[config.mk]
export PLATFORM = sky130hd
export DESIGN_NAME = tile_addr_decode
export DESIGN_NICKNAME = d
export VERILOG_FILES = /design/src/source/scratch_tile_pkg.sv /design/src/source/tile_addr_decode.sv
export SDC_FILE = /design/constraint.sdc
export NUM_CORES = 1
export LEC_CHECK = 0
export ABC_AREA = 1
export CORE_AREA = 2 2 96 98
export DETAILED_ROUTE_END_ITERATION = 12
export DIE_AREA = 0 0 98 100
export DONT_BUFFER_PORTS = 1
export PLACE_DENSITY_LB_ADDON = 0.2
export SYNTH_ARGS = -nofsm -noshare
export SYNTH_HDL_FRONTEND = slang
export SYNTH_SLANG_ARGS = --single-unit
[constraint.sdc]
create_clock -name clk_i -period 0.8 [get_ports clk_i]
set_input_delay 0.04 -clock clk_i [delete_from_list [all_inputs] [get_ports clk_i]]
set_output_delay 0.04 -clock clk_i [all_outputs]
set_load 0.005 [all_outputs]
[src/source/scratch_tile_pkg.sv]
package scratch_tile_pkg;

  localparam int unsigned ADDR_W = 16;  // APB and internal byte address
  localparam int unsigned DATA_W = 32;  // Data word

  typedef logic [ADDR_W-1:0]   addr_t;
  typedef logic [DATA_W-1:0]   data_t;
  typedef logic [DATA_W/8-1:0] strb_t;  // One enable per byte

  // Address map
  localparam addr_t L1_BASE   = 16'h0000;  // Scratchpad window
  localparam addr_t L1_LIMIT  = 16'h0FFF;
  localparam addr_t DMA_BASE  = 16'h1000;  // DMA register window
  localparam addr_t DMA_LIMIT = 16'h101F;

  typedef enum logic [1:0] {
    TGT_SPM,   // L1 scratchpad
    TGT_DMA,   // DMA registers
    TGT_NONE   // Unmapped, answered with an error
  } target_e;

  typedef enum logic [4:0] {
    REG_SRC    = 5'h00,  // Source byte address
    REG_DST    = 5'h04,  // Destination byte address
    REG_LEN    = 5'h08,  // Length in words
    REG_CTRL   = 5'h0C,  // Bit0 start, bit1 clear done
    REG_STATUS = 5'h10   // Bit0 busy, bit1 done
  } dma_reg_e;

  typedef enum logic [1:0] {
    DMA_IDLE,
    DMA_READ,   // Read request pending
    DMA_WAIT,   // Waiting for read data
    DMA_WRITE   // Write request pending
  } dma_state_e;

  typedef enum logic [0:0] {
    INIT_EXT = 1'b0,  // External APB manager
    INIT_DMA = 1'b1
  } init_e;

endpackage

[src/source/tile_addr_decode.sv]
module tile_addr_decode (
  input  logic                      clk_i,
  input  logic                      rst_ni,
  input  logic                      psel_i,
  input  logic                      penable_i,
  input  logic                      pwrite_i,
  input  scratch_tile_pkg::addr_t   paddr_i,
  input  scratch_tile_pkg::data_t   pwdata_i,
  input  scratch_tile_pkg::strb_t   pstrb_i,
  output scratch_tile_pkg::data_t   prdata_o,
  output logic                      pready_o,
  output logic                      pslverr_o,
  output logic                      ext_req_o,
  output logic                      ext_we_o,
  output scratch_tile_pkg::addr_t   ext_addr_o,
  output scratch_tile_pkg::data_t   ext_wdata_o,
  output scratch_tile_pkg::strb_t   ext_be_o,
  input  logic                      ext_gnt_i,
  input  logic                      ext_rvalid_i,
  input  scratch_tile_pkg::data_t   ext_rdata_i,
  output logic                      reg_we_o,
  output logic                      reg_re_o,
  output scratch_tile_pkg::dma_reg_e reg_addr_o,
  output scratch_tile_pkg::data_t   reg_wdata_o,
  input  scratch_tile_pkg::data_t   reg_rdata_i
);

  scratch_tile_pkg::target_e tgt;
  logic                      access;    // APB access phase
  logic                      issued_q;  // Scratchpad request already granted

  always_comb begin
    if ((paddr_i >= scratch_tile_pkg::L1_BASE) && (paddr_i <= scratch_tile_pkg::L1_LIMIT)) begin
      tgt = scratch_tile_pkg::TGT_SPM;
    end else if ((paddr_i >= scratch_tile_pkg::DMA_BASE) &&
                 (paddr_i <= scratch_tile_pkg::DMA_LIMIT)) begin
      tgt = scratch_tile_pkg::TGT_DMA;
    end else begin
      tgt = scratch_tile_pkg::TGT_NONE;
    end
  end

  assign access = psel_i && penable_i;

  // Scratchpad side, one request per transfer
  assign ext_req_o   = access && (tgt == scratch_tile_pkg::TGT_SPM) && !issued_q;
  assign ext_we_o    = pwrite_i;
  assign ext_addr_o  = paddr_i;
  assign ext_wdata_o = pwdata_i;
  assign ext_be_o    = pwrite_i ? pstrb_i : '1;  // Reads fetch the full word

  always_ff @(posedge clk_i or negedge rst_ni) begin
    if (!rst_ni) begin
      issued_q <= 1'b0;
    end else if (ext_rvalid_i) begin
      issued_q <= 1'b0;  // Transfer completes here
    end else if (ext_gnt_i) begin
      issued_q <= 1'b1;
    end
  end

  // Register side, answered in the first access cycle
  assign reg_we_o    = access && (tgt == scratch_tile_pkg::TGT_DMA) && pwrite_i;
  assign reg_re_o    = access && (tgt == scratch_tile_pkg::TGT_DMA) && !pwrite_i;
  assign reg_addr_o  = scratch_tile_pkg::dma_reg_e'(paddr_i[4:0]);  // Offset in window
  assign reg_wdata_o = pwdata_i;

  assign pready_o  = access && ((tgt == scratch_tile_pkg::TGT_SPM) ? ext_rvalid_i : 1'b1);
  assign pslverr_o = access && (tgt == scratch_tile_pkg::TGT_NONE);

  always_comb begin
    case (tgt)
      scratch_tile_pkg::TGT_SPM: prdata_o = ext_rdata_i;
      scratch_tile_pkg::TGT_DMA: prdata_o = reg_rdata_i;
      default:                   prdata_o = '0;
    endcase
  end

  // APB protocol from the manager side
  assert property (@(posedge clk_i) disable iff (!rst_ni) $rose(penable_i) |-> psel_i);

endmodule

==> reports/summary.txt <==
Run status: finished, violations left
Violated checks: setup timing
Worst hold stages: 0
Max-capacitance violation count: 0
Layout Utilization: 13.5%
Highest fanout seen on the critical path: 7
Detailed placer's ending HPWL: 3030 um
Endpoint of the worst-slack reg-to-reg timing path: issued_q
Top cell type by total area after synthesis: sky130_fd_sc_hd__buf_4
Post-synthesis area per instance: 5.72 um2
Data required time of the worst path: 760 ps
Number of register bits inferred by synthesis: 1
Worst slack after detailed placement: -74.0 ps
Commonest non-fill, non-tap cell in the layout: sky130_fd_sc_hd__nand2_1
Placed Instances: 254
Antenna violations before repair: 0
Share of the synthesized area in the top cell type: 50.8%
Path class of the lowest-slack min-delay path: in -> out
Number of buffer and inverter instances along the worst setup path: 2
Die outline width: 98 um
Worst Reg2Reg Path Length in Cells: 2
Finished Layout Cells: 265
Stages on the worst setup path: 7
GRT Overall Usage: 7.50%
Share of final-layout standard cells stronger than drive strength 1: 39.6%
Fmax: 1.22 GHz
Combinational family with the most area after synthesis: buffers and inverters
Worst-case vdd ir drop: 0.106 mV
Final hold violation count: 0
Registers with the most flip-flops: issued_q x1
Period Utilization, post-route: 102%
Number of global-route vias before repair: 964
Top-level port count: 250
Wire length of the first global-routing pass: 5620 um
Warnings, synthesis: 0
DR iter-0 viols: 44
Highest-count cells in the layout ignoring fill and taps: 57 x sky130_fd_sc_hd__nand2_1, 20 x sky130_fd_sc_hd__nand3_1, 16 x sky130_fd_sc_hd__nand2_2
Endpoints failing setup: 8
Length of the first detailed-routing pass in iterations: 4
Total vias in the final route: 1070
Worst setup EP type: primary output
Wire length per cell after detailed routing: 16.1 um
CP max stage delay: 150 ps
Power per standard cell area: 215 mW/mm2
Via/cell ratio: 4.04
Post-synthesis share of cell area spent on xor and xnor gates: 0%
Area fraction in and, or, nand and nor cells after synthesis: 41.2%
RSZ-0062 raised after global routing: yes
Final setup skew: 0 ps
Area of all placed cells without fillers: 0.00120 mm2
Adder and majority gate portion of the synthesized area: 0%
DIE HEIGHT: 100 um
Start of the worst register-to-register path: issued_q
Final estimated routing congestion in global placement: 0.624
Number of buffers added on ports: 0
Data arrival time of the critical path: 780 ps
Net count after synthesis: 353
Area of placed instances: 872 um2
Kind of launch point of the worst setup path: input port
Reported leakage power: 0.511 nW
Share of synthesized area spent on multiplexers: 0%
Total Power: 0.258 mW
Starting Density: 14.8%
Reg-to-reg slack, setup: 180 ps
Most prevalent standard cell on the critical path: sky130_fd_sc_hd__nor2_4
Transition at the pin with the smallest max-transition slack: 249 ps
Cell family contributing the most delay on the critical path: simple AND/OR/NAND/NOR gates
Fin Setup TNS: -70.2 ps
Total wire length: 4260 um
Compound-Gate Fraction of Synth Area: 0.381%
Register ranked first by flip-flop count: issued_q
Time the worst path needs with I/O delays and setup: 818 ps
Cell Area, Synth: 0.00132 mm2
Post-detailed-route DRC marker count: 0
Largest net degree at the start of global routing: 18
Max Transition Viols Final: 0
# diodes: 0
Cell breakdown of the critical path: nor2_4 > nand2_2 > nor2_4 > buf_6 > buf_12 > nand3_1 > nand2_1
Final hold slack: 80.0 ps
Net count, final: 279
Max-slew headroom: 83.3%
Worst-Skew Late Latency: 0 ps
Std-Cell Rows: 35
Sequential area share after synthesis: 1.90%
Startpoint-to-endpoint class of the critical path: in -> out
Area of the die: 0.00980 mm2
Max reg flops: 1
Top area cells in the synthesized netlist: sky130_fd_sc_hd__buf_4 51%, sky130_fd_sc_hd__nand2_1 21%, sky130_fd_sc_hd__nand3_1 13%, sky130_fd_sc_hd__nor2_1 3.4%, sky130_fd_sc_hd__buf_6 2.6%
Floorplan core area: 0.00889 mm2
Launch point of the worst hold path: pwdata_i[17]
Gate Count Post-Synth: 230
Layout Area Growth over Synthesis: -8.85%
Setup slack after layout: -17.6 ps
Number of distinct library cells after synthesis: 13
Antenna-violating nets left: 0
Final global-route overflow total: 0
Hold worst-path end: reg_wdata_o[17]
Critical-path cell with the highest stage delay: sky130_fd_sc_hd__buf_6
-- repair_timing --
item | in CTS | in global routing
resized for setup | 31 | 21
gates cloned | 4 | 0
setup endpoints to repair | 32 | 32
hold endpoints to repair | 1 | 0
hold buffers | 1 | 0
pin swaps | 15 | 15
buffers inserted | 8 | 1
-- metal layers --
layer,share of wire (%),GRT usage [%]
met5,0,0
met4,5.4,3.95
met3,9.6,0.975
met2,49,13.6
met1,36,8.58
-- cells in the mapped netlist, drive strengths merged --
cell	number
a21oi	1
buf	95
dfrtp	1
inv	7
nand2	73
nand3	34
nor2	14
nor3	1
or2	4
-- layout make-up --
cell class,instances,area [um2]
fillers,1022,7690
multi-input cells,127,702
inverters,7,26.3
repair buffers,19,307
flip-flops and latches,1,25.0
well taps,111,139
-- report_power, final --
group | switching [mW] | internal (mW)
clock | 0 | 0
combinational | 0.110 | 0.0906
sequential | 0.00216 | 0.0550
total | 0.112 | 0.146
-- cell families (layout without fill, tap and decap cells) --
family,count (synthesis),in the layout
buffers and inverters,102,26
AOI/OAI and AO/OA,1,1
DFF,1,1
and+or+nand+nor,126,126
-- worst max-delay path by stage --
stage,from,endpoint,slack (ps)
CTS,paddr_i[15],prdata_o[24],-30
detailed placement,paddr_i[10],prdata_o[15],-70
floorplan,paddr_i[15],prdata_o[10],60
global route,paddr_i[10],prdata_o[0],-70
global placement,paddr_i[10],prdata_o[15],-30
finish,paddr_i[10],prdata_o[0],-20
Power figures use the tool's default switching activity.
