`src/source/scratch_tile_pkg.sv`:
```
package scratch_tile_pkg;

  localparam int unsigned ADDR_W = 16;  // APB and internal byte address
  localparam int unsigned DATA_W = 32;  // Data word

  typedef logic [ADDR_W-1:0]   addr_t;
  typedef logic [DATA_W-1:0]   data_t;
  typedef logic [DATA_W/8-1:0] strb_t;  // One enable per byte

  // Address map
  localparam addr_t L1_BASE   = 16'h0000;  // Scratchpad window
  localparam addr_t L1_LIMIT  = 16'h0FFF;
  localparam addr_t DMA_BASE  = 16'h1000;  // DMA register window
  localparam addr_t DMA_LIMIT = 16'h101F;

  typedef enum logic [1:0] {
    TGT_SPM,   // L1 scratchpad
    TGT_DMA,   // DMA registers
    TGT_NONE   // Unmapped, answered with an error
  } target_e;

  typedef enum logic [4:0] {
    REG_SRC    = 5'h00,  // Source byte address
    REG_DST    = 5'h04,  // Destination byte address
    REG_LEN    = 5'h08,  // Length in words
    REG_CTRL   = 5'h0C,  // Bit0 start, bit1 clear done
    REG_STATUS = 5'h10   // Bit0 busy, bit1 done
  } dma_reg_e;

  typedef enum logic [1:0] {
    DMA_IDLE,
    DMA_READ,   // Read request pending
    DMA_WAIT,   // Waiting for read data
    DMA_WRITE   // Write request pending
  } dma_state_e;

  typedef enum logic [0:0] {
    INIT_EXT = 1'b0,  // External APB manager
    INIT_DMA = 1'b1
  } init_e;

endpackage

```
`src/source/tile_interconnect.sv`:
```
module tile_interconnect #(
  parameter int unsigned N_BANKS = 4,
  parameter int unsigned N_WORDS = 256
) (
  input  logic                                     clk_i,
  input  logic                                     rst_ni,
  input  logic [1:0]                               init_req_i,  // Indexed by init_e
  input  logic [1:0]                               init_we_i,
  input  scratch_tile_pkg::addr_t [1:0]            init_addr_i,
  input  scratch_tile_pkg::data_t [1:0]            init_wdata_i,
  input  scratch_tile_pkg::strb_t [1:0]            init_be_i,
  output logic [1:0]                               init_gnt_o,
  output logic [1:0]                               init_rvalid_o,
  output scratch_tile_pkg::data_t [1:0]            init_rdata_o,
  output logic [N_BANKS-1:0]                       bank_req_o,
  output logic [N_BANKS-1:0]                       bank_we_o,
  output logic [N_BANKS-1:0][$clog2(N_WORDS)-1:0]  bank_idx_o,
  output scratch_tile_pkg::data_t [N_BANKS-1:0]    bank_wdata_o,
  output scratch_tile_pkg::strb_t [N_BANKS-1:0]    bank_be_o,
  input  scratch_tile_pkg::data_t [N_BANKS-1:0]    bank_rdata_i
);

  localparam int unsigned N_INIT = 2;
  localparam int unsigned BANK_W = $clog2(N_BANKS);
  localparam int unsigned IDX_W  = $clog2(N_WORDS);

  logic [N_INIT-1:0][BANK_W-1:0] bank_sel;  // Target bank per initiator
  logic [N_INIT-1:0][IDX_W-1:0]  word_idx;  // Row inside that bank
  logic [N_BANKS-1:0]            bank_win;  // Winning initiator per bank
  logic [N_INIT-1:0][BANK_W-1:0] rsel_q;    // Bank that returns rdata
  logic [N_INIT-1:0]             rvalid_q;

  always_comb begin
    for (int i = 0; i < N_INIT; i++) begin
      bank_sel[i] = init_addr_i[i][2 +: BANK_W];          // Word interleaving
      word_idx[i] = init_addr_i[i][2 + BANK_W +: IDX_W];
    end
  end

  for (genvar b = 0; b < N_BANKS; b++) begin : gen_bank
    logic [N_INIT-1:0] hit;
    logic              win;
    logic              last_q;  // Initiator granted last

    for (genvar i = 0; i < N_INIT; i++) begin : gen_hit
      assign hit[i] = init_req_i[i] && (bank_sel[i] == BANK_W'(b));
    end

    assign win         = (&hit) ? ~last_q : hit[scratch_tile_pkg::INIT_DMA];  // Round robin
    assign bank_win[b] = win;

    assign bank_req_o[b]   = |hit;
    assign bank_we_o[b]    = init_we_i[win];
    assign bank_idx_o[b]   = word_idx[win];
    assign bank_wdata_o[b] = init_wdata_i[win];
    assign bank_be_o[b]    = init_be_i[win];

    always_ff @(posedge clk_i or negedge rst_ni) begin
      if (!rst_ni) begin
        last_q <= scratch_tile_pkg::INIT_DMA;  // External port first
      end else if (|hit) begin
        last_q <= win;
      end
    end
  end

  for (genvar i = 0; i < N_INIT; i++) begin : gen_init
    assign init_gnt_o[i]   = init_req_i[i] && (bank_win[bank_sel[i]] == 1'(i));
    assign init_rvalid_o[i] = rvalid_q[i];
    assign init_rdata_o[i] = bank_rdata_i[rsel_q[i]];

    // A losing initiator gets its bank on the next cycle
    assert property (@(posedge clk_i) disable iff (!rst_ni)
      (init_req_i[i] && !init_gnt_o[i]) |=> init_gnt_o[i]);
  end

  always_ff @(posedge clk_i or negedge rst_ni) begin
    if (!rst_ni) begin
      rvalid_q <= '0;
    end else begin
      rvalid_q <= init_gnt_o;  // Response one cycle after grant
    end
  end

  always_ff @(posedge clk_i) begin
    rsel_q <= bank_sel;
  end

endmodule

```
`config.mk`:
```
export PLATFORM = sky130hd
export DESIGN_NAME = tile_interconnect
export DESIGN_NICKNAME = d
export VERILOG_FILES = /design/src/source/scratch_tile_pkg.sv /design/src/source/tile_interconnect.sv
export SDC_FILE = /design/constraint.sdc
export NUM_CORES = 1
export LEC_CHECK = 0
export CORE_AREA = 4 4 189 191
export DETAILED_ROUTE_END_ITERATION = 16
export DIE_AREA = 0 0 193 195
export DONT_BUFFER_PORTS = 1
export PLACE_DENSITY = 0.3
export RECOVER_POWER = 50
export SLEW_MARGIN = 40
export SYNTH_ARGS = -nofsm -noshare
export SYNTH_HDL_FRONTEND = slang
export SYNTH_SLANG_ARGS = --single-unit
```
`constraint.sdc`:
```
create_clock -name clk_i -period 2.3 [get_ports clk_i]
set_clock_uncertainty 0.05 [all_clocks]
set_input_delay 0.115 -clock clk_i [delete_from_list [all_inputs] [get_ports clk_i]]
set_output_delay 0.115 -clock clk_i [all_outputs]
set_load 0.01 [all_outputs]
```
==> impl.org <==
** Run status
- The run finished with clean final reports.

** Critical path
- Data on the critical path is required at its endpoint by around 2.1 ns.
- The worst setup path is of the reg2out kind.
- Worst setup path startpoint :: gen_bank[0].last_q
- STA classifies the critical path startpoint as a flop.
- Crit-path max FO :: 45
- The startpoint identified for the worst register-to-register timing path is gen_bank[2].last_q.
- In this design, the largest share of critical-path delay is due to flip-flops.
- Crit path arrival time :: 1.99 ns
- Critical path cell sequence :: a31oi_4 -> clkbuf_4 -> mux2_1
- Counting both buffers and inverters, the worst setup path holds a total of 1.
- Slowest cell on crit path :: sky130_fd_sc_hd__dfstp_1
- Setup crit end kind :: primary output
- The largest single stage delay on the critical path is 0.63 ns.

** Cells and area
- In the layout the commonest cells are sky130_fd_sc_hd__mux2_2 (163), sky130_fd_sc_hd__mux4_2 (64), sky130_fd_sc_hd__mux2_1 (17).
- Relative to the synthesized area, the layout overhead comes to 15.4%.
- Number of antenna repair diodes :: 0
- Number of filler instances in the final layout :: 3788
- Leaving out fill and tap cells, the most frequent cell in the layout is sky130_fd_sc_hd__mux2_2.
- After the last flow step, the layout net total stands at 548.
- Share of cells above drive strength 1 :: 0.806

** Routing
- After detailed routing, the average wire length per cell comes to roughly 30 um.
- The pre-antenna-repair detailed-routing pass consisted of 4 iterations.
- Once detail routing completed, the nets flagged for antenna violations numbered 0.
- Final routed wirelength across all metal layers :: 23.3 mm
- In the routed layout, each cell is associated on average with a via count of ~4.4.
- Number of DRC markers in iteration 0 :: 110
- After detailed routing, the number of remaining DRC violations is 0.
- Via count :: 3378

** STA
- Final hold violation count :: 0
- Summed negative setup slack over all endpoints :: 0 ns
- Post-layout minimum cycle time :: around 2.2 ns
- Setup Viol. Count Final :: 0
- Setup WS post-layout :: 0.144 ns
- Slew at the pin closest to its max-slew limit :: 0.730 ns
- Setup repair after global routing left no endpoint under its margin.
- Dividing the final minimum period by the clock period gives 0.938.
- For this run, the top clock speed supported by timing is approximately 460 MHz.
- Final count of pins violating max slew :: 0
- Headroom to the max-slew limit came out at 0.514.

** Floorplan
- Core Region :: 34100 um2
- Die height :: 195 um
- The initial utilization of the core area, before any placement, comes to 0.121.
- For this design the top-level I/O count stands at approximately 500.
- The floorplan has 68 rows.
- Die Outline Area :: 37600 um2
- The die is 193 um wide.

** Synthesis
- Yosys reg bits :: 10
- After technology mapping, the gate count stands at 324.
- Summing every instance area after synthesis gives just over 4000 um2.
- For this run, the number of Yosys warnings is 0.
- In this run the mean area of a mapped cell was around 13 um2.
- Sequential area share after synthesis :: 0.0568
- Synth Net Count :: between 500 and 600
- In this run, distinct cell masters in the synthesized netlist total 32.

** Global route
- The number of global-route vias before repair is 3575.
- Initial antenna violation count :: 0
- After global routing the overflow that remains totals 0.
- Wire length of the first global-routing pass :: 29.1 mm
- Largest net degree at the start of global routing :: 47
- For this run, the total global-route usage over all layers was measured as 0.107.

** Clock network
- Number of buffers between clock root and the deepest sink :: 2
- TritonCTS built the clock tree.
- TritonCTS created 3 clock buffers.
- Root Driver :: sky130_fd_sc_hd__clkbuf_16
- Number of H-tree levels :: 1
- Post-cts sizing count :: 0
- Insertion delay of the later-clocked pin in the worst-skew pair :: approximately 0.24 ns
- Clk sink count :: 10
- After clock tree synthesis, the clock-pin slew on the worst setup and hold paths is 0.04 ns.

** Pwr
- Leakage Power :: 1.46 nW
- VDD sags by at most ~210 uV.
- In this run the power density over the cells is ~330 nW/um2.

** Place
- Once detailed placement completed, the half-perimeter wirelength came to 19.7 mm.
- The congestion estimate from routability-driven global placement came to 0.730.
- The count of buffers added on input and output ports is 0.
- Pre-CTS WS :: approximately 0.54 ns

** Min path
- In this run the worst hold path is classified as in2reg.
- The startpoint identified for the worst hold timing path is init_req_i[1].

** Flow run
- Max-cap violations in this run came to 0.
-- metrics by stage --
step,hold WS [ns],area [um2],util,total power [mW],std cells
after floorplan,-0.231,4140,-,1.03,324
after global placement,-0.230,4670,0.137,1.25,754
after detailed placement,-0.230,4670,0.137,1.23,754
after CTS,0.0544,4820,0.141,1.61,764
after global routing,0.0645,4780,0.140,1.63,764
final,0.0507,4780,0.140,1.56,764
-- path summary, 6_finish.rpt --
path | endpoint | cells past startpoint | slack, ns
min in group asynchronous | init_rvalid_o[0] | 1 | 0.14
max | bank_wdata_o[23] | 3 | 0.14
min | gen_bank[2].last_q | 2 | 0.05
min reg2reg | gen_bank[2].last_q | 2 | 0.48
max in group asynchronous | gen_bank[3].last_q | 1 | 1.78
max reg2reg | init_rvalid_o[0] | 6 | 0.53
-- layout make-up --
class,count,area [um2],area share
clock buffers,4,88.8,0.0186
flip-flops and latches,10,238,0.0498
inverters,2,7.51,0.00157
multi-input cells,278,3720,0.778
well taps,455,569,0.119
repair buffers,15,156,0.0327
-- cells by family (layout without fill, tap and decap cells) --
logic type,count (synthesis),after routing,synth area share
and+or+nand+nor,20,20,0.0287
muxes,244,244,0.838
buffers and inverters,36,21,0.0490
DFF,10,10,0.0568
AOI/OAI and AO/OA,14,14,0.0275
-- sequential cells by signal, indices dropped and copies added (netlist names) --
name / flops
gen_bank.last_q: 4
rsel_q: 4
init_rvalid_o: 2
-- repair_timing --
action	4_1_cts	5_1_grt
setup endpoints to repair	0	0
setup buffers	0	0
endpoints found under the hold margin	11	0
hold buffers	6	0
-- cell usage after synthesis (all sizes together) --
library cell	number	area, um2
nand2	7	26.3
nor3b	2	15.0
o21bai	2	15.0
a211oi	1	7.51
or3b	1	11.3
a31o	1	8.76
a31oi	4	40.0
nand3	1	5.00
o21ai	2	10.0
o21a	2	15.0
dfxtp	4	80.1
inv	2	7.51
mux4	64	1440
clkbuf	5	18.8
o41ai	2	17.5
and3b	1	8.76
nor2b	1	6.26
and3	1	6.26
buf	29	176
nand4b	1	8.76
nand4	1	6.26
nand3b	2	15.0
nor2	1	3.75
nand2b	1	6.26
mux2	180	2030
dfstp	4	105
dfrtp	2	50.1
-- power by group --
part           leakage [nW]  internal [mW]  switching [mW]
logic                  1.31          0.435           0.556
clock network        0.0442          0.262          0.0824
registers            0.0982          0.208          0.0200
total                  1.46          0.905           0.658
-- layer usage --
metal	wire, um	share of wire	up-vias	track usage
li1	-	-	1331	-
met1	6540	0.28	1689	0.0908
met2	12900	0.55	334	0.225
met3	3220	0.14	24	0.0391
met4	675	0.029	0	0.0286
met5	0	0	-	0
No activity file was read; power rests on OpenSTA's default activity.
