==> src/source/scratch_tile_pkg.sv <==
package scratch_tile_pkg;

  localparam int unsigned ADDR_W = 16;  // APB and internal byte address
  localparam int unsigned DATA_W = 32;  // Data word

  typedef logic [ADDR_W-1:0]   addr_t;
  typedef logic [DATA_W-1:0]   data_t;
  typedef logic [DATA_W/8-1:0] strb_t;  // One enable per byte

  // Address map
  localparam addr_t L1_BASE   = 16'h0000;  // Scratchpad window
  localparam addr_t L1_LIMIT  = 16'h0FFF;
  localparam addr_t DMA_BASE  = 16'h1000;  // DMA register window
  localparam addr_t DMA_LIMIT = 16'h101F;

  typedef enum logic [1:0] {
    TGT_SPM,   // L1 scratchpad
    TGT_DMA,   // DMA registers
    TGT_NONE   // Unmapped, answered with an error
  } target_e;

  typedef enum logic [4:0] {
    REG_SRC    = 5'h00,  // Source byte address
    REG_DST    = 5'h04,  // Destination byte address
    REG_LEN    = 5'h08,  // Length in words
    REG_CTRL   = 5'h0C,  // Bit0 start, bit1 clear done
    REG_STATUS = 5'h10   // Bit0 busy, bit1 done
  } dma_reg_e;

  typedef enum logic [1:0] {
    DMA_IDLE,
    DMA_READ,   // Read request pending
    DMA_WAIT,   // Waiting for read data
    DMA_WRITE   // Write request pending
  } dma_state_e;

  typedef enum logic [0:0] {
    INIT_EXT = 1'b0,  // External APB manager
    INIT_DMA = 1'b1
  } init_e;

endpackage

==> src/source/tile_dma.sv <==
module tile_dma (
  input  logic                       clk_i,
  input  logic                       rst_ni,
  input  logic                       reg_we_i,
  input  logic                       reg_re_i,
  input  scratch_tile_pkg::dma_reg_e reg_addr_i,
  input  scratch_tile_pkg::data_t    reg_wdata_i,
  output scratch_tile_pkg::data_t    reg_rdata_o,
  output logic                       mem_req_o,
  output logic                       mem_we_o,
  output scratch_tile_pkg::addr_t    mem_addr_o,
  output scratch_tile_pkg::data_t    mem_wdata_o,
  input  logic                       mem_gnt_i,
  input  logic                       mem_rvalid_i,
  input  scratch_tile_pkg::data_t    mem_rdata_i,
  output logic                       busy_o,
  output logic                       done_o
);

  scratch_tile_pkg::dma_state_e state_q;
  scratch_tile_pkg::addr_t      src_q, dst_q, len_q;
  scratch_tile_pkg::addr_t      cnt_q;      // Words already copied
  scratch_tile_pkg::data_t      rd_data_q;  // Word in flight
  logic                         done_q;
  logic                         ctrl_wr;
  logic                         start;
  logic                         last;

  assign ctrl_wr = reg_we_i && (reg_addr_i == scratch_tile_pkg::REG_CTRL);
  assign start   = ctrl_wr && reg_wdata_i[0] && (state_q == scratch_tile_pkg::DMA_IDLE);
  assign last    = (cnt_q + 16'd1) == len_q;

  // Configuration only changes while idle
  always_ff @(posedge clk_i or negedge rst_ni) begin
    if (!rst_ni) begin
      src_q <= '0;
      dst_q <= '0;
      len_q <= '0;
    end else if (reg_we_i && (state_q == scratch_tile_pkg::DMA_IDLE)) begin
      case (reg_addr_i)
        scratch_tile_pkg::REG_SRC: src_q <= reg_wdata_i[scratch_tile_pkg::ADDR_W-1:0];
        scratch_tile_pkg::REG_DST: dst_q <= reg_wdata_i[scratch_tile_pkg::ADDR_W-1:0];
        scratch_tile_pkg::REG_LEN: len_q <= reg_wdata_i[scratch_tile_pkg::ADDR_W-1:0];
        default: ;
      endcase
    end
  end

  always_ff @(posedge clk_i or negedge rst_ni) begin
    if (!rst_ni) begin
      state_q <= scratch_tile_pkg::DMA_IDLE;
      cnt_q   <= '0;
      done_q  <= 1'b0;
    end else begin
      if (ctrl_wr && reg_wdata_i[1]) begin
        done_q <= 1'b0;  // Clear request
      end
      case (state_q)
        scratch_tile_pkg::DMA_IDLE: begin
          if (start) begin
            cnt_q <= '0;
            if (len_q == '0) begin
              done_q <= 1'b1;  // Empty copy finishes at once
            end else begin
              done_q  <= 1'b0;
              state_q <= scratch_tile_pkg::DMA_READ;
            end
          end
        end
        scratch_tile_pkg::DMA_READ: begin
          if (mem_gnt_i) state_q <= scratch_tile_pkg::DMA_WAIT;
        end
        scratch_tile_pkg::DMA_WAIT: begin
          if (mem_rvalid_i) state_q <= scratch_tile_pkg::DMA_WRITE;
        end
        scratch_tile_pkg::DMA_WRITE: begin
          if (mem_gnt_i) begin
            cnt_q <= cnt_q + 16'd1;
            if (last) begin
              state_q <= scratch_tile_pkg::DMA_IDLE;
              done_q  <= 1'b1;
            end else begin
              state_q <= scratch_tile_pkg::DMA_READ;
            end
          end
        end
        default: state_q <= scratch_tile_pkg::DMA_IDLE;
      endcase
    end
  end

  always_ff @(posedge clk_i) begin
    if ((state_q == scratch_tile_pkg::DMA_WAIT) && mem_rvalid_i) rd_data_q <= mem_rdata_i;
  end

  assign mem_req_o   = (state_q == scratch_tile_pkg::DMA_READ) ||
                       (state_q == scratch_tile_pkg::DMA_WRITE);
  assign mem_we_o    = state_q == scratch_tile_pkg::DMA_WRITE;
  assign mem_addr_o  = (mem_we_o ? dst_q : src_q) + (cnt_q << 2);  // Word stride
  assign mem_wdata_o = rd_data_q;
  assign busy_o      = state_q != scratch_tile_pkg::DMA_IDLE;
  assign done_o      = done_q;

  always_comb begin
    reg_rdata_o = '0;  // Unknown offsets read zero
    if (reg_re_i) begin
      case (reg_addr_i)
        scratch_tile_pkg::REG_SRC:    reg_rdata_o = scratch_tile_pkg::data_t'(src_q);
        scratch_tile_pkg::REG_DST:    reg_rdata_o = scratch_tile_pkg::data_t'(dst_q);
        scratch_tile_pkg::REG_LEN:    reg_rdata_o = scratch_tile_pkg::data_t'(len_q);
        scratch_tile_pkg::REG_STATUS: reg_rdata_o = scratch_tile_pkg::data_t'({done_q, busy_o});
        default: ;
      endcase
    end
  end

  // Request and its fields hold until the interconnect grants
  assert property (@(posedge clk_i) disable iff (!rst_ni)
    (mem_req_o && !mem_gnt_i) |=>
      (mem_req_o && $stable(mem_we_o) && $stable(mem_addr_o) && $stable(mem_wdata_o)));

endmodule

==> config.mk <==
export PLATFORM = sky130hd
export DESIGN_NAME = tile_dma
export DESIGN_NICKNAME = d
export VERILOG_FILES = /design/src/source/scratch_tile_pkg.sv /design/src/source/tile_dma.sv
export SDC_FILE = /design/constraint.sdc
export NUM_CORES = 1
export LEC_CHECK = 0
export BUFFER_PORTS_ARGS = -buffer_cell sky130_fd_sc_hd__buf_4
export CELL_PAD_IN_SITES_DETAIL_PLACEMENT = 1
export CELL_PAD_IN_SITES_GLOBAL_PLACEMENT = 1
export CORE_AREA = 2 2 121 123
export CTS_CLUSTER_DIAMETER = 150
export DETAILED_ROUTE_END_ITERATION = 7
export DIE_AREA = 0 0 123 125
export GPL_ROUTABILITY_DRIVEN = 0
export GPL_TIMING_DRIVEN = 0
export PLACE_DENSITY = 0.82
export SYNTH_ARGS = -nofsm -noshare
export SYNTH_HDL_FRONTEND = slang
export SYNTH_SLANG_ARGS = --single-unit
==> constraint.sdc <==
create_clock -name clk_i -period 5 [get_ports clk_i]
set_input_delay 0.25 -clock clk_i [delete_from_list [all_inputs] [get_ports clk_i]]
set_output_delay 0.25 -clock clk_i [all_outputs]
set_load 0.005 [all_outputs]
==> impl_metrics.toml, run 1 <==
[status]
outcome = "finished, final reports clean"

[cts]
clk_pin_slew_ps = 70
cts_tree = "built"
clkSinkCount = 99
ctsLongestPathBuffers = 2
cts_made_buffers = 9
ctsHtreeMaxLevel = 3
worstSkewPairLatency_ps = 360
cts_root_buffer = "clkbuf_16"
cts_setup_buffers = 0
postCtsHoldBufs = 0

[power]
max-vdd-ir-drop_mv = 0.205
seq_power_share_pct = 40.0
clkPwrFrac_pct = 25.5
leakagePower_nw = 3.36
swShare_pct = 34.4
combPwrFrac_pct = 34.5
power_density_nw_per_um2 = 398
switching_power_uw = 981
intPower_mw = 1.87

[logic_synthesis]
synth_area_leader_cell = "dfrtp_1"
synthSimpleGateAreaFrac_pct = 12.3
synth_cell_types = 65
synthCells = 491
synth_compound_area_share_pct = 13.2
synthMuxAreaShare_pct = 13.1
synth.avg_cell_area_sq_um = 11.4
yosysTopAreaCellShare_pct = 29.8
synth_top_family_by_area = "compound AO/OA/AOI/OAI gates"
ys_seq_area_share_pct = 46.9
synth_edf_count = 32
yosysWarningCount = 0
yosys_register_bits = 99
synthFlopType = "dfrtp_1"
syn_area_sq_um = 5620
synth-xor-area-share_pct = 4.99
synth-adder-area-share_pct = 4.59
synthTopCellsByArea = "dfrtp_1 (30%), edfxtp_1 (17%), mux2_1 (6.8%), mux2_2 (5.6%), ha_1 (4.2%)"
async_flop_share_pct = 67.7

[floorplan]
num_rows = 44
die-area_sq_um = 15400
die_w_microns = 123
core_sq_um = 14200
fp.dieH_microns = 125
start_util_pct = 39.6
ios = 159

[timing]
drv_slew = 0
setup_tns_ps = 0
final-hold-violation-count = 0
period_needed_ps = 4620
setup_viol = 0
skew_ps = 11.9
worst_slew_pin_slew_ps = 889
relSlewSlack_pct = 40.2
whs_ps = 7.78
fmax_ghz = 0.216
rsz0062_at_grt = "no"
period_share_pct = 92.5
layout_setup_ws_ps = 375

[worst_setup_path]
cp_top_family = "compound AO/OA/AOI/OAI gates"
crit_start = "state_q[0]"
arrival_ps = 4370
crit_path_max_incr_delay_ps = 430
cp_cell_sequence = "ha_1, clkbuf_2, buf_2, clkbuf_4, mux2_2, ha_1, fa_1, a21o_1, a211oi_2, o21ai_0, a2111oi_0, nor3_1, xor2_1, buf_4"
reg2reg_depth = 9
cpMaxStageDelayCell = "dfrtp_1"
startpoint_type = "flip-flop"
cp.depth = 14
cpMostUsedCell = "ha_1"
critical_path_buf_inv_count = 4
worst-endpoint-required_ps = 4750
end_kind = "output port"
worstSetupPathType = "reg -> out"
cp_max_fo = 10
reg2reg_from = "cnt_q[0]"

[routing]
drc = 0
vias = 4661
wl_microns = 17200
first_pass_iters = 4
avgRoutedWirePerCell_microns = 20.7
viasPerCell = 5.60
postRouteAntennaNets = 0
drtIter0Drc = 267

[global_route]
grt_pass1_vias = 5032
grt_pass1_wl_microns = 26800
grt_start_max_net_pins = 68
overflow = 0
antenna_found_initial = 0
grt_util_all_layers_pct = 22.8

[cells_and_area]
fillCellCount = 1573
area_growth_pct = 27.6
drive_gt1_share_pct = 33.0
regArea_sq_um = 2640
final_area_sq_um = 7170
diodes = 0
multiInputGateArea_sq_um = 2780
layout.nets = 738

[placed_design]
post-place-ws_ps = -74.0
io_buffers = 126
post-dp-hpwl_microns = 13200
dpl-instance-area_sq_um = 6850

[hold_path]
min_path_type = "in -> async"

[flow_run]
maxCapViolCount = 0
## cells in the mapped netlist, types with 9 or more instances
cell and n:
mux2_2 28, a222oi_1 14, edfxtp_1 32, o21ai_0 20, mux2_1 34, xnor2_1 21
nor2_1 29, dfrtp_1 67, clkbuf_1 10, nand3_1 11, buf_4 18, inv_1 9
nand2_1 20, xor2_1 11, a21oi_1 20, o21ai_1 10, ha_1 19
## kinds of logic after synthesis
logic type	count (synthesis)
other	1
buffers and inverters	47
AND/OR/NAND/NOR	119
flip-flops	99
multiplexers	66
XOR/XNOR	32
AO/OA/AOI/OAI	107
adder cells (fa/ha/maj)	20
## what timing repair did
| action | in CTS | in global routing |
|---|---|---|
| resized for setup | 3 | 3 |
| setup endpoints to repair | 4 | 2 |
| gates cloned | 0 | 0 |
## power by group through the flow
| stage | Clock, mW | Combinational [mW] | Sequential, mW |
|---|---|---|---|
| finish | 0.727 | 0.985 | 1.14 |
| global route | 0.762 | 1.08 | 1.16 |
| CTS | 0.739 | 0.993 | 1.14 |
| detailed placement | 0 | 0.981 | 1.15 |
| global placement | 0 | 0.944 | 1.14 |
| floorplan | 0 | 0.562 | 1.11 |
## sequential cells by signal, indices dropped and copies added (netlist names)
signal       count
state_q          2
mem_wdata_o     32
len_q           16
dst_q           16
src_q           16
done_o           1
cnt_q           16
## placed cells by master (no fill, tap or decap), types with 5 or more instances in the layout
master / n
a21o_1: 6
a21oi_1: 20
a222oi_1: 14
and2_1: 5
and3_1: 8
buf_2: 8
buf_4: 144
clkbuf_1: 9
clkbuf_16: 10
conb_1: 16
dfrtp_1: 67
edfxtp_1: 32
ha_1: 19
inv_1: 9
mux2_1: 34
mux2_2: 28
nand2_1: 20
nand3_1: 11
nor2_1: 29
nor3_1: 7
nor4_1: 7
o21ai_0: 20
o21ai_1: 10
o31ai_1: 8
xnor2_1: 21
xor2_1: 11
## final timing paths
path	end	slack, ps
min	src_q[13]	8
max reg2reg	done_o	2540
max	mem_addr_o[12]	380
max in group asynchronous	state_q[0]	4410
min in group clk_i	mem_wdata_o[28]	60
min reg2reg	dst_q[7]	520
## final cells by class
class,instances,area share (%)
multi-input cells,360,38.7
flip-flops and latches,99,36.8
repair buffers,126,13.2
clock buffers,13,3.93
plain buffers,38,3.35
well taps,184,3.21
inverters,9,0.471
clock inverters,3,0.366
## per-stage QoR
stage,instances,util [%],total power [mW]
floorplan,506,-,1.67
global placement,816,48.2,2.08
detailed placement,816,48.2,2.14
CTS,832,50.4,2.87
global route,832,50.5,3.01
finish,832,50.5,2.85
## layer usage
layer  global-route usage (%)  up-vias  part of all wire [%]
met5                        0        -                     0
met4                     12.0        0                   3.7
met3                     5.38       42                   7.5
met2                     37.9      174                    50
met1                     27.2     2330                    39
li1                         -     2115                     -
(Power assumes the default switching activity.)
==> run 2: changes to the inputs <==
--- a/config.mk
+++ b/config.mk
@@ -8,13 +8,12 @@
 export BUFFER_PORTS_ARGS = -buffer_cell sky130_fd_sc_hd__buf_4
 export CELL_PAD_IN_SITES_DETAIL_PLACEMENT = 1
 export CELL_PAD_IN_SITES_GLOBAL_PLACEMENT = 1
-export CORE_AREA = 2 2 121 123
+export CORE_AREA = 2 2 116 118
 export CTS_CLUSTER_DIAMETER = 150
 export DETAILED_ROUTE_END_ITERATION = 7
-export DIE_AREA = 0 0 123 125
+export DIE_AREA = 0 0 118 120
 export GPL_ROUTABILITY_DRIVEN = 0
-export GPL_TIMING_DRIVEN = 0
-export PLACE_DENSITY = 0.82
+export PLACE_DENSITY = 0.88
 export SYNTH_ARGS = -nofsm -noshare
 export SYNTH_HDL_FRONTEND = slang
 export SYNTH_SLANG_ARGS = --single-unit
==> constraint.sdc (replaced) <==
create_clock -name clk_i -period 5.4 [get_ports clk_i]
set_input_delay 0.27 -clock clk_i [delete_from_list [all_inputs] [get_ports clk_i]]
set_output_delay 0.27 -clock clk_i [all_outputs]
set_load 0.005 [all_outputs]
==> impl_metrics.toml, run 2 (same netlist as run 1, synthesis figures left out) <==
[timing]
rsz0062_at_grt = "no"
period_needed_ps = 4510
drv_slew = 0
worst_slew_pin_slew_ps = 1270
final-hold-violation-count = 0
setup_tns_ps = 0
fmax_ghz = 0.222
setup_viol = 0
relSlewSlack_pct = 14.8
period_share_pct = 83.5
skew_ps = 6.52

[floorplan]
start_util_pct = 43.3
die_w_microns = 118
ios = 159
fp.dieH_microns = 120
core_sq_um = 13000
num_rows = 42
die-area_sq_um = 14200

[cts]
cts_tree = "built"
ctsHtreeMaxLevel = 3
clk_pin_slew_ps = 70
ctsLongestPathBuffers = 2
clkSinkCount = 99
cts_root_buffer = "clkbuf_16"
cts_made_buffers = 9
worstSkewPairLatency_ps = 360
postCtsHoldBufs = 0
ctsResizeCount = 0
cts_setup_buffers = 0

[global_route]
grt_start_max_net_pins = 68
grt_pass1_wl_microns = 26900
antenna_found_initial = 0
overflow = 0
grt_pass1_vias = 4881
grt_util_all_layers_pct = 24.4

[worst_setup_path]
cp_top_family = "compound AO/OA/AOI/OAI gates"
cp_max_fo = 16
critical_path_buf_inv_count = 2
arrival_ps = 4240
worstSetupPathType = "reg -> out"
cpMostUsedCell = "buf_4"
end_kind = "output port"
cpMaxStageDelayCell = "a2111oi_0"
crit_path_max_incr_delay_ps = 510
cp_cell_sequence = "ha_1, buf_4, mux2_2, fa_1, a21o_1, a211oi_1, o21ai_0, a2111oi_0, nor3_1, xor2_1, buf_4"
startpoint_type = "flip-flop"
worst-endpoint-required_ps = 5130

[routing]
avgRoutedWirePerCell_microns = 21.3
top_layer_used = "met4"
postRouteAntennaNets = 0
drc = 0
viasPerCell = 5.81
wl_met2_microns = 8410
drtIter0Drc = 297
wl_microns = 16800
met1_length_microns = 6910
wl_met3_microns = 874
vias = 4584
first_pass_iters = 5

[flow_run]
maxCapViolCount = 0

[power]
max-vdd-ir-drop_mv = 0.147
power_density_nw_per_um2 = 375
leakagePower_nw = 3.19

[placed_design]
post-dp-hpwl_microns = 12500
io_buffers = 126
placedCellCount = 773

[cells_and_area]
stdcell_count = 789
diodes = 0
area_growth_pct = 23.3
layout.nets = 703
drive_gt1_share_pct = 30.2
fillCellCount = 1418
final_cell_mix = "buf_4 (129), dfrtp_1 (67), mux2_1 (34)"
layout_commonest_cell = "buf_4"
largest_register_ffs = 32

[hold_path]
min_path_type = "in -> async"

[status]
outcome = "finished, final reports clean"
-- run 2: cell count changes in the layout (fill, tap and decap cells not counted), sizes merged --
cell | previous run | this run
buf | 154 | 129
clkbuf | 23 | 10
clkinv | 1 | 3
clkinvlp | 0 | 1
-- run 2: cell type report --
class                   instances  area [sq um]  area share, %
repair buffers                129           968           14.0
clock buffers                  10           250           3.61
well taps                     176           220           3.18
flip-flops and latches         99          2640           38.1
clock inverters                 6          43.8          0.632
multi-input cells             360          2770           40.0
inverters                       9          33.8          0.488
-- run 2: worst register-to-register path, stage by stage (launching register included) --
cell and delay [ps]:
dfrtp_1 430, inv_1 130, ha_1 360, o21ai_1 250, nand3_1 650, a21oi_1 360
o21ai_0 110, o41ai_1 90
-- run 2: final timing paths --
check / start / endpoint / slack (ps) / depth (start not counted)
worst max-delay path: state_q[0] / mem_addr_o[12] / 890 / 11
worst min-delay path: rst_ni / src_q[13] / 20 / 1
worst max register to register: state_q[0] / cnt_q[7] / 2910 / 7
worst min register to register: src_q[14] / src_q[14] / 520 / 1
max in group asynchronous: rst_ni / cnt_q[6] / 4790 / 1
min in group clk_i: mem_rdata_i[20] / mem_wdata_o[20] / 80 / 1
-- run 2: metrics by stage --
step | hold slack [ps] | area [sq um] | utilization, % | worst slack [ps] | power [mW]
floorplan | -25.6 | 5670 | - | 1490 | 1.55
global placement | 423 | 6630 | 51.1 | 1590 | 1.90
detailed placement | 449 | 6630 | 51.1 | 1410 | 1.96
CTS | 58.7 | 6930 | 53.4 | 944 | 2.61
global route | 75.8 | 6930 | 53.4 | 666 | 2.73
finish | 20.2 | 6930 | 53.4 | 890 | 2.60
-- run 2: metal layers --
layer	track usage (%)	vias up
met2	42.2	181
li1	-	2051
met1	29.4	2312
met5	0	-
met3	4.33	40
met4	12.0	0
-- run 2: report_power, final --
group	internal, mW	total (mW)	switching [mW]
clock network	0.344	0.649	0.305
registers	0.929	1.06	0.130
logic	0.422	0.891	0.469
==> run 3: changes to the inputs <==
--- a/config.mk
+++ b/config.mk
@@ -5,15 +5,16 @@
 export SDC_FILE = /design/constraint.sdc
 export NUM_CORES = 1
 export LEC_CHECK = 0
+export ABC_AREA = 1
 export BUFFER_PORTS_ARGS = -buffer_cell sky130_fd_sc_hd__buf_4
 export CELL_PAD_IN_SITES_DETAIL_PLACEMENT = 1
 export CELL_PAD_IN_SITES_GLOBAL_PLACEMENT = 1
-export CORE_AREA = 2 2 116 118
+export CORE_AREA = 2 2 127 129
 export CTS_CLUSTER_DIAMETER = 150
 export DETAILED_ROUTE_END_ITERATION = 7
-export DIE_AREA = 0 0 118 120
+export DIE_AREA = 0 0 129 131
 export GPL_ROUTABILITY_DRIVEN = 0
-export PLACE_DENSITY = 0.88
+export PLACE_DENSITY = 0.82
 export SYNTH_ARGS = -nofsm -noshare
 export SYNTH_HDL_FRONTEND = slang
 export SYNTH_SLANG_ARGS = --single-unit
==> constraint.sdc (replaced) <==
create_clock -name clk_i -period 4.6 [get_ports clk_i]
set_input_delay 0.23 -clock clk_i [delete_from_list [all_inputs] [get_ports clk_i]]
set_output_delay 0.23 -clock clk_i [all_outputs]
set_load 0.005 [all_outputs]
==> impl_metrics.toml, run 3 <==
[floorplan]
ios = 159
die-area_sq_um = 16900
core_sq_um = 15600
fp.dieH_microns = 131
num_rows = 46
die_w_microns = 129
start_util_pct = 37.2

[global_route]
grt_pass1_wl_microns = 29200
grt_pass1_vias = 5619
antenna_found_initial = 0
grt_util_all_layers_pct = 22.6
overflow = 0
grt_start_max_net_pins = 68

[cts]
worstSkewPairLatency_ps = 360
cts_setup_buffers = 0
cts_made_buffers = 9
clkSinkCount = 99
ctsLongestPathBuffers = 2
ctsResizeCount = 0
postCtsHoldBufs = 0
clk_pin_slew_ps = 70
cts_root_buffer = "clkbuf_16"
ctsHtreeMaxLevel = 3
cts_tree = "built"

[worst_setup_path]
reg2reg_depth = 14
reg2reg_from = "cnt_q[1]"
reg2reg_slack_ps = 2330
reg2reg_to = "state_q[0]"
end_kind = "output port"
worstSetupPathType = "reg -> out"
startpoint_type = "flip-flop"
arrival_ps = 3710
worst-endpoint-required_ps = 4370
cp_max_fo = 13

[cells_and_area]
layout_commonest_cell = "nand2_1"
layout.nets = 960
largest_register_ffs = 32
area_growth_pct = 23.5
drive_gt1_share_pct = 18.9
final_cell_mix = "nand2_1 (240), buf_4 (128), inv_1 (100)"
fillCellCount = 1934
diodes = 0
stdcell_count = 1086

[logic_synthesis]
synth_top_cells_by_count = "nand2_1 (240), inv_1 (100), dfrtp_1 (67)"
yosysTopAreaCellShare_pct = 28.9
yosysMostFrequentCell = "nand2_1"
synth_area_leader_cell = "dfrtp_1"
synth_cell_types = 38
synth-xor-area-share_pct = 1.96
ys_seq_area_share_pct = 45.4
synthTopCellsByArea = "dfrtp_1 (29%), edfxtp_1 (17%), nand2_1 (16%), inv_1 (6.5%), o21ai_0 (5.4%)"
synth-adder-area-share_pct = 4.44
synth_edf_count = 32
synth_compound_area_share_pct = 12.3
synthCells = 746
synthSimpleGateAreaFrac_pct = 25.5
yosysWarningCount = 0
yosys_register_bits = 99
async_flop_share_pct = 67.7
synthFlopType = "dfrtp_1"
synthMuxAreaShare_pct = 0
synth_top_family_by_area = "simple AND/OR/NAND/NOR gates"
syn_area_sq_um = 5810
synth.avg_cell_area_sq_um = 7.78

[placed_design]
placedCellCount = 1070
post-dp-hpwl_microns = 14000
io_buffers = 126

[routing]
avgRoutedWirePerCell_microns = 16.8
drtIter0Drc = 274
postRouteAntennaNets = 0
vias = 5387
first_pass_iters = 4
wl_microns = 18200
viasPerCell = 4.96
drc = 0

[hold_path]
min_path_type = "in -> async"

[timing]
setup_tns_ps = 0
relSlewSlack_pct = 24.2
whs_ps = -4.74
period_needed_ps = 3940
final-hold-violation-count = 2
setup_viol = 0
worst_slew_pin_slew_ps = 1140
period_share_pct = 85.7
rsz0062_at_grt = "no"
fmax_ghz = 0.254
skew_ps = 9.14
drv_slew = 0

[status]
failed_checks = "hold timing"
outcome = "complete, but fails checks"

[power]
power_density_nw_per_um2 = 577
leakagePower_nw = 3.58
max-vdd-ir-drop_mv = 0.290

[flow_run]
maxCapViolCount = 0
[run 3: cell types whose count changed in the layout (fill, tap and decap cells not counted), sizes merged, moves of 7 or more]
cell	before	now
a222oi	14	0
and3	8	0
inv	11	107
mux2	62	0
nand2	21	244
nand3	12	47
nand4	4	11
nor2	29	38
nor4	11	2
o21ai	30	76
o22ai	0	10
xnor2	21	2
[run 3: per-layer routing]
metal | wire length (microns) | GRT usage (%) | part of all wire [%] | up-vias
li1 | - | - | - | 2628
met4 | 438 | 7.29 | 2.4 | 0
met5 | 0 | 0 | 0 | -
met3 | 1120 | 5.99 | 6.1 | 28
met2 | 8980 | 39.4 | 49 | 155
met1 | 7700 | 27.4 | 42 | 2576
[run 3: cell type report]
cell class	instances	area (sq um)	area share, %
multi-input cells	523	2630	36.6
inverters	104	390	5.45
clock buffers	11	243	3.39
clock inverters	5	42.5	0.593
repair buffers	128	961	13.4
flip-flops and latches	99	2640	36.8
well taps	216	270	3.77
[run 3: logic make-up (layout without fill, tap and decap cells)]
family / Yosys count / in the layout
other: 1 / 16
AOI/OAI and AO/OA: 125 / 125
xor gates and xnor gates: 13 / 13
and+or+nand+nor: 349 / 349
DFF: 99 / 99
adders and majority gates: 20 / 20
buffers and inverters: 139 / 248
[run 3: worst max-delay path, cell delays in order, from the launching register on]
cell and delay, ps:
dfrtp_1 430, ha_1 230, inv_1 370, buf_4 280, nand2_1 60, o21ai_0 90
ha_1 310, a21oi_1 160, nand2_1 100, a21oi_1 370, o21ai_0 200, a21boi_0 300
o21ai_0 150, xor2_1 160, buf_4 140
[run 3: how the worst max path moves through the flow]
stage                          start        endpoint  cells after the start
after global placement    state_q[0]  mem_addr_o[13]                     14
after detailed placement  state_q[0]  mem_addr_o[13]                     14
after CTS                 state_q[0]  mem_addr_o[13]                     14
after floorplan           state_q[0]  mem_addr_o[13]                     13
final                     state_q[0]  mem_addr_o[13]                     14
after global routing      state_q[0]  mem_addr_o[13]                     14
[run 3: per-stage QoR]
step	instance area (sq um)	setup WS, ps	util, %	power (mW)
2_1_floorplan	5860	1630	-	2.55
3_3_place_gp	6880	1130	44.1	3.32
3_5_place_dp	6880	1060	44.1	3.39
4_1_cts	7170	663	46.0	4.16
5_1_grt	7170	355	46.0	4.47
6_report	7170	659	46.0	4.14
[run 3: report_power, final]
group | switching, mW | total, mW | internal [mW]
logic | 1.15 | 1.94 | 0.797
registers | 0.265 | 1.44 | 1.17
clock network | 0.368 | 0.759 | 0.391
